## src/rtl/flash_pkg.sv

```systemverilog
package flash_pkg;

   // widths that carry a meaning across the design
   typedef logic [23:0] flash_addr_t;  // flash byte address
   typedef logic [15:0] data_word_t;   // host data word
   typedef logic [7:0]  page_count_t;  // pages per job, zero is a no-op
   typedef logic [7:0]  spi_byte_t;    // one byte on the wire

   // flash opcodes
   localparam spi_byte_t CMD_WAKE_UP      = 8'hAB;  // release from deep power-down
   localparam spi_byte_t CMD_WRITE_ENABLE = 8'h06;
   localparam spi_byte_t CMD_PAGE_PROGRAM = 8'h02;

   // sequencer states, one pass per page
   typedef enum logic [3:0] {
      IDLE,
      WAKE_CMD,
      WAKE_WAIT,
      WE_CMD,
      WE_WAIT,
      PP_CMD,
      PP_ADDR,
      PP_DATA,
      BANK_WAIT
   } writer_state_t;

endpackage

```

## src/rtl/byte_shift_if.sv

```systemverilog
`timescale 1ns/1ps

// byte handoff from the sequencer to the SPI shifter
interface byte_shift_if;
   import flash_pkg::*;

   logic      valid;  // sequencer has a byte
   logic      ready;  // shifter can take it
   spi_byte_t data;
   logic      done;   // last bit of a byte has gone out

   modport sequencer (
      output valid,
      output data,
      input  ready,
      input  done
   );

   modport shifter (
      input  valid,
      input  data,
      output ready,
      output done
   );

endinterface

```

## src/rtl/flash_page_writer.sv

```systemverilog
`timescale 1ns/1ps

module flash_page_writer #(
   parameter int WORDS_PER_PAGE = 128,
   parameter int WAIT_CYCLES    = 1024
) (
   input  logic                   clk,
   input  logic                   reset,
   input  logic                   cmd_valid,
   output logic                   cmd_ready,
   input  flash_pkg::flash_addr_t cmd_addr,
   input  flash_pkg::page_count_t cmd_pages,
   input  logic                   word_valid,
   output logic                   word_ready,
   input  flash_pkg::data_word_t  word,
   byte_shift_if.sequencer        shift,
   output logic                   cs_n,
   output logic                   busy
);
   import flash_pkg::*;

   localparam int WCW = (WORDS_PER_PAGE > 1) ? $clog2(WORDS_PER_PAGE) : 1;
   localparam int WTW = (WAIT_CYCLES > 1) ? $clog2(WAIT_CYCLES) : 1;

   writer_state_t  state;
   writer_state_t  state_next;
   flash_addr_t    addr_reg;    // start of the page being programmed
   page_count_t    pages_left;
   logic [1:0]     addr_idx;    // which address byte is next
   logic [WCW-1:0] word_cnt;
   logic [WTW-1:0] wait_cnt;
   logic           low_half;    // high byte of the word already handed over
   logic           last_sent;   // frame's final byte is with the shifter
   logic           in_wait;
   logic           wait_done;
   logic           frame_end;
   logic           hs;
   logic           byte_valid;
   spi_byte_t      byte_data;

   assign shift.valid = byte_valid;
   assign shift.data  = byte_data;
   assign hs          = byte_valid && shift.ready;
   assign frame_end   = shift.done && last_sent;

   assign cmd_ready  = (state == IDLE);
   assign busy       = (state != IDLE);
   assign in_wait    = state inside {WAKE_WAIT, WE_WAIT, BANK_WAIT};
   assign wait_done  = in_wait && (wait_cnt == WTW'(WAIT_CYCLES - 1));
   assign word_ready = (state == PP_DATA) && hs && low_half;  // pop after the low byte

   always_comb begin
      byte_valid = 1'b0;
      byte_data  = CMD_WAKE_UP;
      case (state)
         WAKE_CMD: begin
            byte_valid = !last_sent;
            byte_data  = CMD_WAKE_UP;
         end
         WE_CMD: begin
            byte_valid = !last_sent;
            byte_data  = CMD_WRITE_ENABLE;
         end
         PP_CMD: begin
            byte_valid = 1'b1;
            byte_data  = CMD_PAGE_PROGRAM;
         end
         PP_ADDR: begin
            byte_valid = 1'b1;
            case (addr_idx)
               2'd0:    byte_data = addr_reg[23:16];
               2'd1:    byte_data = addr_reg[15:8];
               default: byte_data = addr_reg[7:0];
            endcase
         end
         PP_DATA: begin
            // empty FIFO holds valid low, the frame just stretches
            byte_valid = word_valid && !last_sent;
            byte_data  = low_half ? word[7:0] : word[15:8];
         end
         default: begin
            byte_valid = 1'b0;
         end
      endcase
   end

   always_comb begin
      state_next = state;
      case (state)
         IDLE:      if (cmd_valid && (cmd_pages != '0)) state_next = WAKE_CMD;
         WAKE_CMD:  if (frame_end) state_next = WAKE_WAIT;
         WAKE_WAIT: if (wait_done) state_next = WE_CMD;
         WE_CMD:    if (frame_end) state_next = WE_WAIT;
         WE_WAIT:   if (wait_done) state_next = PP_CMD;
         PP_CMD:    if (hs) state_next = PP_ADDR;
         PP_ADDR:   if (hs && (addr_idx == 2'd2)) state_next = PP_DATA;
         PP_DATA:   if (frame_end) state_next = BANK_WAIT;
         BANK_WAIT: if (wait_done) state_next = (pages_left == '0) ? IDLE : WAKE_CMD;
         default:   state_next = IDLE;
      endcase
   end

   always_ff @(posedge clk) begin
      if (reset) begin
         state      <= IDLE;
         cs_n       <= 1'b1;
         pages_left <= '0;
         addr_idx   <= '0;
         word_cnt   <= '0;
         wait_cnt   <= '0;
         low_half   <= 1'b0;
         last_sent  <= 1'b0;
      end else begin
         state    <= state_next;
         if (frame_end) begin
            cs_n <= 1'b1;  // deselect once the frame's last byte has drained
         end else if (state_next inside {WAKE_CMD, WE_CMD, PP_CMD}) begin
            cs_n <= 1'b0;  // select opens with the frame's opcode
         end
         wait_cnt <= (in_wait && !wait_done) ? wait_cnt + 1'b1 : '0;
         case (state)
            IDLE: begin
               if (cmd_valid) begin
                  pages_left <= cmd_pages;
               end
            end
            WAKE_CMD, WE_CMD: begin  // single byte frames
               if (hs) begin
                  last_sent <= 1'b1;
               end else if (frame_end) begin
                  last_sent <= 1'b0;
               end
            end
            PP_CMD: addr_idx <= '0;
            PP_ADDR: begin
               if (hs) begin
                  addr_idx <= addr_idx + 1'b1;
               end
            end
            PP_DATA: begin
               if (hs) begin
                  low_half <= !low_half;
                  if (low_half && (word_cnt == WCW'(WORDS_PER_PAGE - 1))) begin
                     word_cnt  <= '0;
                     last_sent <= 1'b1;  // page is complete once this byte drains
                  end else if (low_half) begin
                     word_cnt <= word_cnt + 1'b1;
                  end
               end else if (frame_end) begin
                  last_sent  <= 1'b0;
                  pages_left <= pages_left - 1'b1;
               end
            end
            default: begin
               last_sent <= 1'b0;
            end
         endcase
      end
   end

   always_ff @(posedge clk) begin
      if ((state == IDLE) && cmd_valid) begin
         addr_reg <= cmd_addr;
      end else if ((state == PP_DATA) && frame_end) begin
         addr_reg <= addr_reg + flash_addr_t'(2 * WORDS_PER_PAGE);  // next page
      end
   end

   a_cs_quiet: assert property (@(posedge clk) disable iff (reset)
      (state inside {IDLE, WAKE_WAIT, WE_WAIT, BANK_WAIT}) |-> cs_n);

endmodule

```

## src/rtl/flash_writer_top.sv

```systemverilog
`timescale 1ns/1ps

module flash_writer_top #(
   parameter int SCK_HALF       = 4,
   parameter int WORDS_PER_PAGE = 128,
   parameter int WAIT_CYCLES    = 1024,
   parameter int FIFO_DEPTH     = 4
) (
   input  logic                   clk,
   input  logic                   reset,
   input  logic                   cmd_valid,
   output logic                   cmd_ready,
   input  flash_pkg::flash_addr_t cmd_addr,
   input  flash_pkg::page_count_t cmd_pages,
   input  logic                   data_valid,
   output logic                   data_ready,
   input  flash_pkg::data_word_t  data_word,
   output logic                   busy,
   output logic                   spi_sck,
   output logic                   spi_cs_n,
   output logic                   spi_mosi
);
   import flash_pkg::*;

   logic       word_valid;  // FIFO head to sequencer
   logic       word_ready;
   data_word_t word;

   byte_shift_if byte_if ();

   page_word_fifo #(
      .FIFO_DEPTH (FIFO_DEPTH)
   ) fifo_i (
      .clk       (clk),
      .reset     (reset),
      .in_valid  (data_valid),
      .in_ready  (data_ready),
      .in_word   (data_word),
      .out_valid (word_valid),
      .out_ready (word_ready),
      .out_word  (word)
   );

   flash_page_writer #(
      .WORDS_PER_PAGE (WORDS_PER_PAGE),
      .WAIT_CYCLES    (WAIT_CYCLES)
   ) writer_i (
      .clk        (clk),
      .reset      (reset),
      .cmd_valid  (cmd_valid),
      .cmd_ready  (cmd_ready),
      .cmd_addr   (cmd_addr),
      .cmd_pages  (cmd_pages),
      .word_valid (word_valid),
      .word_ready (word_ready),
      .word       (word),
      .shift      (byte_if.sequencer),
      .cs_n       (spi_cs_n),
      .busy       (busy)
   );

   spi_byte_shifter #(
      .SCK_HALF (SCK_HALF)
   ) shifter_i (
      .clk   (clk),
      .reset (reset),
      .shift (byte_if.shifter),
      .sck   (spi_sck),
      .mosi  (spi_mosi)
   );

endmodule

```

## src/rtl/page_word_fifo.sv

```systemverilog
`timescale 1ns/1ps

module page_word_fifo #(
   parameter int FIFO_DEPTH = 4
) (
   input  logic                  clk,
   input  logic                  reset,
   input  logic                  in_valid,
   output logic                  in_ready,
   input  flash_pkg::data_word_t in_word,
   output logic                  out_valid,
   input  logic                  out_ready,
   output flash_pkg::data_word_t out_word
);
   import flash_pkg::*;

   localparam int AW = (FIFO_DEPTH > 1) ? $clog2(FIFO_DEPTH) : 1;
   localparam int CW = $clog2(FIFO_DEPTH + 1);

   data_word_t    mem [FIFO_DEPTH];
   logic [AW-1:0] wr_ptr;
   logic [AW-1:0] rd_ptr;
   logic [CW-1:0] count;
   logic          push;
   logic          pop;

   function automatic logic [AW-1:0] ptr_inc(input logic [AW-1:0] p);
      return (p == AW'(FIFO_DEPTH - 1)) ? '0 : p + 1'b1;  // wraps for any depth
   endfunction

   assign out_valid = (count != '0);
   assign in_ready  = (count != CW'(FIFO_DEPTH)) || out_ready;  // full but draining
   assign out_word  = mem[rd_ptr];
   assign push      = in_valid && in_ready;
   assign pop       = out_valid && out_ready;

   always_ff @(posedge clk) begin
      if (push) begin
         mem[wr_ptr] <= in_word;
      end
   end

   always_ff @(posedge clk) begin
      if (reset) begin
         wr_ptr <= '0;
         rd_ptr <= '0;
         count  <= '0;
      end else begin
         if (push) begin
            wr_ptr <= ptr_inc(wr_ptr);
         end
         if (pop) begin
            rd_ptr <= ptr_inc(rd_ptr);
         end
         case ({push, pop})
            2'b10:   count <= count + 1'b1;
            2'b01:   count <= count - 1'b1;
            default: count <= count;  // both or neither
         endcase
      end
   end

   // a lone push or pop keeps the count within depth
   a_count_bounds: assert property (@(posedge clk) disable iff (reset)
      (push ^ pop) |=> (count <= CW'(FIFO_DEPTH)));

endmodule

```

## src/rtl/spi_byte_shifter.sv

```systemverilog
`timescale 1ns/1ps

module spi_byte_shifter #(
   parameter int SCK_HALF = 4
) (
   input  logic          clk,
   input  logic          reset,
   byte_shift_if.shifter shift,
   output logic          sck,
   output logic          mosi
);
   import flash_pkg::*;

   localparam int PW = $clog2(2 * SCK_HALF);

   logic          active;    // a byte is on the wire
   logic [PW-1:0] phase;     // position inside the current bit
   logic [2:0]    bit_cnt;
   spi_byte_t     shreg;     // bit 7 is the bit being driven
   logic          bit_end;
   logic          last_cycle;
   logic          take;

   assign bit_end    = (phase == PW'(2 * SCK_HALF - 1));
   assign last_cycle = active && bit_end && (bit_cnt == 3'd7);

   // next byte may be taken in the final cycle so bytes run back to back
   assign shift.ready = !active || last_cycle;
   assign shift.done  = last_cycle;
   assign take        = shift.valid && shift.ready;

   assign mosi = shreg[7];  // msb first

   always_ff @(posedge clk) begin
      if (reset) begin
         active  <= 1'b0;
         phase   <= '0;
         bit_cnt <= '0;
         sck     <= 1'b0;
         shreg   <= '0;
      end else if (take) begin
         active  <= 1'b1;
         phase   <= '0;
         bit_cnt <= '0;
         sck     <= 1'b0;           // low phase of bit 7 starts next cycle
         shreg   <= shift.data;
      end else if (last_cycle) begin
         active <= 1'b0;
         sck    <= 1'b0;
         shreg  <= '0;              // mosi parks low between bytes
      end else if (active) begin
         if (bit_end) begin
            phase   <= '0;
            bit_cnt <= bit_cnt + 1'b1;
            sck     <= 1'b0;        // mode 0, data changes while sck is low
            shreg   <= {shreg[6:0], 1'b0};
         end else begin
            phase <= phase + 1'b1;
            if (phase == PW'(SCK_HALF - 1)) begin
               sck <= 1'b1;         // rising edge at mid bit, flash samples here
            end
         end
      end
   end

   // a stalled byte must not change under the shifter
   a_data_hold: assert property (@(posedge clk) disable iff (reset)
      shift.valid && !shift.ready |=> $stable(shift.data));

endmodule

```

## config.mk

```make
export PLATFORM = sky130hd
export DESIGN_NAME = flash_writer_top
export DESIGN_NICKNAME = d
export VERILOG_FILES = /design/src/rtl/flash_pkg.sv /design/src/rtl/byte_shift_if.sv /design/src/rtl/flash_page_writer.sv /design/src/rtl/flash_writer_top.sv /design/src/rtl/page_word_fifo.sv /design/src/rtl/spi_byte_shifter.sv
export SDC_FILE = /design/constraint.sdc
export NUM_CORES = 1
export LEC_CHECK = 0
export BUFFER_PORTS_ARGS = -buffer_cell sky130_fd_sc_hd__buf_2
export CORE_MARGIN = 2
export CORE_UTILIZATION = 54
export CTS_CLUSTER_SIZE = 16
export DETAILED_ROUTE_END_ITERATION = 6
export PLACE_DENSITY = 0.81
export SLEW_MARGIN = 25
export SYNTH_ARGS = -nofsm -noshare
export SYNTH_HDL_FRONTEND = slang
export SYNTH_HIERARCHICAL = 1
export SYNTH_SLANG_ARGS = --single-unit
```

## constraint.sdc

```tcl
create_clock -name clk -period 3 [get_ports clk]
set_input_delay 0.45 -clock clk [delete_from_list [all_inputs] [get_ports clk]]
set_output_delay 0.45 -clock clk [all_outputs]
set_load 0.05 [all_outputs]
```

Word-level counts from Yosys, hierarchy flattened
Memory sizes are Yosys's and may differ from the RTL's. A register that Yosys moved wholly into a read port is not among the register bits.
Cells that the tools add are included.
{ "totals": {"reg_bits": 81, "ramBits": 64, "in_bits": 52, "output_inout_bits": 6, "elab_cells": 161, "memories": 1} }
{ "classes": {"addsub": 11, "eq_ne": 28, "muxes": 46, "n_bitwise": 3, "n_reduce_logical": 55} }
{ "memory_table": {"columns": ["name", "words", "width", "rd", "rd_ports_with_merged_regs", "wr", "line_no", "text"], "rows": [
  ["fifo_i.mem", 4, 16, 1, 1, 1, "page_word_fifo.sv:20", "data_word_t mem [FIFO_DEPTH];"]
]} }
{ "op_table": {"columns": ["cell", "n"], "rows": [
  ["2-to-1 mux 8 bit", 8],
  ["2-to-1 mux 24 bit", 2],
  ["2-to-1 mux 4 bit", 9],
  ["case mux 4 bit (9 select lines)", 1],
  ["case mux 8 bit (2 select lines)", 2],
  ["case mux 8 bit (4 select lines)", 1],
  ["adder 24 x 9 -> 24 bit, second input constant", 1],
  ["equality test 4 x 3 -> 1 bit, second input constant", 5],
  ["logical AND 1 bit", 16],
  ["nonzero test 3 bit", 5],
  ["2-to-1 mux 7 bit", 2],
  ["nonzero test 2 bit", 7],
  ["equality test 4 x 2 -> 1 bit, second input constant", 3],
  ["AND reduction 2 bit", 6],
  ["2-to-1 mux 1 bit", 11],
  ["adder 10 x 1 -> 10 bit, second input constant", 1],
  ["equality test 10 bit, second input constant", 1],
  ["2-to-1 mux 2 bit", 5],
  ["OR reduction 2 bit", 5],
  ["adder 3 x 1 -> 3 bit, second input constant", 3],
  ["equality test 2 bit, second input constant", 4],
  ["equality test 4 x 1 -> 1 bit, second input constant", 2],
  ["logical NOT 8 bit", 1],
  ["nonzero test 8 bit", 1],
  ["other kinds (25)", 41]
]} }

Logic depth before layout (Yosys ltp)
{ "depth": {"ltp_word": 11, "depth_mapped": 16, "depth_no_buf": 15} }

By module
The synthesis kept the hierarchy.
{ "modules_own_cells": {"columns": ["module", "instances", "cells_per_inst", "area_per_inst_um2", "seq_area_each_um2"], "rows": [
  ["flash_page_writer", 1, 427, 3653.5, 1401.3],
  ["page_word_fifo", 1, 136, 2790.2, 2102.0],
  ["spi_byte_shifter", 1, 97, 884.6, 320.3]
]} }

Worst setup path before layout
Ideal clock, no wire load.
{ "synth_path": {"path_kind": "register to register", "startpoint": "register writer_i.state[3]", "endpoint": "register fifo_i.count[2]", "setup_time_ns": 0.071, "arrival_time_ns": 3.376, "required_ns": 2.929, "path_slack_ns": -0.447, "path_stages_with_launch": 17, "path_buffers": 4, "synth_period_minus_slack_ns": 3.447, "cell_sequence": "dfxtp_1 -> clkbuf_1 -> and4b_1 -> buf_2 -> buf_1 -> nand4_1 -> nor2_1 -> or4b_1 -> buf_2 -> and2_4 -> inv_1 -> ha_1 -> inv_1 -> fa_1 -> xor2_1 -> or3_1 -> a21oi_1"} }
{ "synth_via": {"elab_chain_cells": 10, "elab_cells_between_ends": 18, "cone_classes": "eq/ne: 7; mux: 2; reduce/logical: 9"} }
{ "synth_lines": {"columns": ["item", "line_no", "text"], "rows": [
  ["start: declaration", "flash_page_writer.sv:25", "writer_state_t state;"],
  ["start signal: assignment", "flash_page_writer.sv:114", "state <= state_next;"],
  ["equality test 4 x 3 -> 1 bit, or another cell as far along", "flash_page_writer.sv:55", "case (state)"],
  ["OR reduction 2 bit (no source line)", null, null],
  ["case mux 1 bit (3 select lines)", "flash_page_writer.sv:55", null],
  ["logical AND 1 bit", "flash_page_writer.sv:43", "assign hs = byte_valid && shift.ready;"],
  ["logical AND 1 bit * (2 in series)", "flash_page_writer.sv:50", "assign word_ready = (state == PP_DATA) && hs && low_half;"],
  ["via word_ready", "flash_writer_top.sv:26", "logic word_ready;"],
  ["logical OR 1 bit *", "page_word_fifo.sv:32", "assign in_ready = (count != CW'(FIFO_DEPTH)) || out_ready;"],
  ["via data_ready", "flash_writer_top.sv:16", "output logic data_ready,"],
  ["logical AND 1 bit *", "page_word_fifo.sv:34", "assign push = in_valid && in_ready;"],
  ["equality test 2 x 1 -> 1 bit / equality test 2 bit (equally long branches)", "page_word_fifo.sv:55", "case ({push, pop})"],
  ["case mux 3 bit (2 select lines) / nonzero test 2 bit (equally long branches)", null, null],
  ["end signal: assignment", "page_word_fifo.sv:56", "2'b10: count <= count + 1'b1;"],
  ["end signal: assignment", "page_word_fifo.sv:57", "2'b01: count <= count - 1'b1;"],
  ["end signal: assignment", "page_word_fifo.sv:58", "default: count <= count;"],
  ["end: declaration", "page_word_fifo.sv:23", "logic [CW-1:0] count;"]
]} }
The timed path passes the listed nets; every way through them passes the cells marked *.
A chain may end at the register's enable or synchronous reset.

Worst setup path in the final report
{ "layout_path": {"startpoint": "register shifter_i.bit_cnt[1]", "endpoint": "register fifo_i.count[2]"} }
{ "layout_via": {"elab_chain_cells": 10, "elab_cells_between_ends": 13, "cone_classes": "eq/ne: 3; mux: 1; reduce/logical: 9"} }
{ "layout_lines": {"columns": ["item", "line_no", "text"], "rows": [
  ["start: declaration", "spi_byte_shifter.sv:18", "logic [2:0] bit_cnt;"],
  ["start signal: assignment", "spi_byte_shifter.sv:54", "bit_cnt <= bit_cnt + 1'b1;"],
  ["equality test 3 bit *", "spi_byte_shifter.sv:25", "assign last_cycle = active && bit_end && (bit_cnt == 3'd7);"],
  ["logical AND 1 bit *", "spi_byte_shifter.sv:25", null],
  ["logical OR 1 bit *", "spi_byte_shifter.sv:28", "assign shift.ready = !active || last_cycle;"],
  ["via byte_if.ready", "byte_shift_if.sv:8", "logic ready;"],
  ["logical AND 1 bit *", "flash_page_writer.sv:43", null],
  ["logical AND 1 bit * (2 in series)", "flash_page_writer.sv:50", null],
  ["via word_ready", "flash_writer_top.sv:26", null],
  ["logical OR 1 bit", "page_word_fifo.sv:32", null],
  ["logical AND 1 bit", "page_word_fifo.sv:34", null],
  ["equality test 2 x 1 -> 1 bit / equality test 2 bit (equally long branches)", "page_word_fifo.sv:55", null],
  ["case mux 3 bit (2 select lines) / nonzero test 2 bit (equally long branches)", null, null]
]} }
Marks and branches as above.

==> impl_metrics.yaml <==
outcome:
  status: "completed"
synth:
  syn_area_mm2: 0.00733
  synth_cell_types: 73
  syn_inst: 660
  syn_nets: 732
  yosysTopAreaCell: "edfxtp_1"
  synth_edf_count: 88
  seq_area_frac_synth_pct: 52.2
  ys_warn_count: 6
  synthFlopType: "edfxtp_1"
  synth_area_leaders: "edfxtp_1 36%, dfxtp_1 16%, mux4_2 4.9%, ha_1 3.2%, nor2_1 2.7%"
  async_flop_share_pct: 0
  synth_common_cells: "88 x edfxtp_1, 59 x dfxtp_1, 53 x nor2_1"
  avgSynthCellArea_um2: 11.1
  synth_most_common_cell: "edfxtp_1"
  netlist.area_leader.share_pct: 36.1
  ys_seq_elements: 147
timing:
  tightest_slew_ns: 0.833
  hold_violations: 0
  setup_violations: 0
  fmax_mhz: 337
  slew_headroom_pct: 44.5
  finalCritPeriodShare_pct: 98.8
  min_period_ns: 2.96
  skew_ns: 0.00485
  slew_viol_final: 0
  rsz0062_at_grt: "yes"
setup_path:
  cp-end-kind: "register"
  r2r-start: "shifter_i/bit_cnt[1]"
  startpoint_type: "register"
  r2r_cells: 15
  crit_end: "fifo_i/count[2]"
  critical_path_class: "reg2reg"
  r2r_setup_slack_ns: 0.04
  r2r-end: "fifo_i/count[2]"
  crit_start: "shifter_i/bit_cnt[1]"
  path_max_fanout: 2
  arrival_ns: 3.33
  required_ns: 3.36
layout:
  syn2layout_area_growth_pct: 16.3
  stdcell_area_mm2: 0.00852
  largest_reg_flops: 64
  nets: 789
  fillCellCount: 983
  drive_above_1_share_pct: 23.0
  multi_input_area_mm2: 0.00328
  regArea_mm2: 0.00383
  num_antenna_cells: 0
place:
  portBuffers: 57
  gp_congestion: 0.892
  place_area_mm2: 0.00782
  post-dp-hpwl_um: 11000
cts:
  clock-sinks: 147
  htree_levels: 4
  clk_pin_slew_ns: 0.06
  clkLatencyLatePin_ns: 0.43
  cts_tree: "yes"
  cts-buffers-inserted: 17
  clock-root-buffer: "clkbuf_16"
  clk_path_buf_depth: 2
global_route:
  grt.overflow.total: 0
  track_usage_pct: 23.4
  antenna_found_initial: 0
  grt_max_degree: 30
  grt_pass1_vias: 5573
  grt_first_pass_wirelength_um: 26200
floorplan:
  num_io_pins: 58
  design.core.area_mm2: 0.0132
  initial_core_util_pct: 55.3
  die_width_um: 120
  fp.dieArea_mm2: 0.0145
  die_y_um: 120
  std_cell_rows: 42
power_and_ir_drop:
  p_per_area_mw_per_mm2: 581
  peakVddDrop_uv: 483
  finalPower_mw: 4.95
  power_leakage_nw: 3.12
routing:
  drt_pass1_iterations: 5
  drc: 0
  drt_wl_total_um: 16100
  vias_per_cell: 6.02
  vias: 5457
  final_antenna_net_count: 0
  wl_per_cell_um: 17.8
  dr.first_iter.drc_count: 427
hold_path:
  holdPathStages: 1
  hold_path_class: "in2reg"
flow_run:
  cap_violations: 0
area by class of cell:
class                   count  share of cell area [%]
well taps                 176                    2.58
clock buffers              21                    5.40
multi-input cells         442                    38.4
clock inverters            11                    1.82
inverters                  27                    1.28
repair buffers             82                    5.55
flip-flops and latches    147                    44.9
critical path, cell delays in order, from the launching register on:
cell and delay, ns:
dfxtp_2 0.34, ha_4 0.16, ha_4 0.16, a21boi_4 0.19
inv_4 0.04, nand4_1 0.09, nor2_2 0.05, or4b_4 0.49
and2_4 0.16, inv_2 0.05, ha_4 0.14, inv_2 0.04
fa_2 0.35, xor2_2 0.16, or3_4 0.37, a21oi_2 0.12
cells by family (layout without fill, tap and decap cells):
logic type	count (synthesis)	in the layout	share of synthesized area, %
buffers and inverters	71	141	4.44
DFF	147	147	52.2
adders and majority gates	20	20	3.52
AOI/OAI and AO/OA	135	135	12.8
muxes	29	29	6.78
xor gates and xnor gates	26	26	3.11
and+or+nand+nor	232	232	17.2
layer usage:
metal	global-route usage [%]	up-vias	part of all wire, %
met5	0	-	0
li1	-	2589	-
met1	28.0	2628	41
met2	40.4	205	51
met4	9.96	0	2.2
met3	5.38	35	5.4
stage by stage:
stage	setup slack [ns]	std cells	util (%)	hold slack, ns	setup TNS [ns]
floorplan	-0.111	660	-	0.440	-0.111
global placement	0.0545	871	59.1	0.453	0
detailed placement	-0.0625	871	59.1	0.464	-0.0625
CTS	0.000501	906	64.1	0.222	0
global route	-0.0666	906	64.4	0.231	-0.0666
finish	0.0368	906	64.4	0.237	0
cell usage in the layout, fill, tap and decap left out, drive strengths merged, types with 6 or more instances in the layout:
| cell | count |
|---|---|
| edfxtp | 88 |
| buf | 82 |
| dfxtp | 59 |
| nor2 | 53 |
| nand2 | 42 |
| a21oi | 34 |
| o21ai | 29 |
| inv | 27 |
| clkbuf | 21 |
| and3 | 19 |
| nand3 | 19 |
| ha | 19 |
| xor2 | 18 |
| mux4 | 16 |
| nor2b | 15 |
| nand4 | 13 |
| nand2b | 10 |
| nor4 | 9 |
| or3 | 9 |
| nor3 | 8 |
| mux2i | 8 |
| xnor2 | 8 |
| a311oi | 7 |
| a22o | 7 |
| clkinv | 7 |
| a211oi | 7 |
| a2111oi | 6 |
| and4 | 6 |
what timing repair did:
action | in CTS | in global routing
endpoints found under the setup margin | 1 | 1
buffers inserted | 3 | 0
gates cloned | 0 | 0
gates resized for setup | 6 | 6
hold buffers | 0 | 0
pin swaps | 5 | 6
power by group:
group	switching, mW	internal (mW)	leakage (nW)
Sequential	0.0681	2.26	1.30
Clock	0.810	1.36	0.298
Combinational	0.270	0.188	1.52
worst min path at each step:
stage / startpoint / end / slack [ns]
final: data_word[11] / fifo_i/mem[0][11] / 0.24
after global routing: data_word[13] / fifo_i/mem[2][13] / 0.23
after CTS: data_word[11] / fifo_i/mem[0][11] / 0.22
after detailed placement: shifter_i/shreg[0] / shifter_i/shreg[0] / 0.46
after global placement: shifter_i/shreg[0] / shifter_i/shreg[0] / 0.45
after floorplan: writer_i/word_cnt[5] / writer_i/word_cnt[5] / 0.44
(Power assumes the default switching activity.)
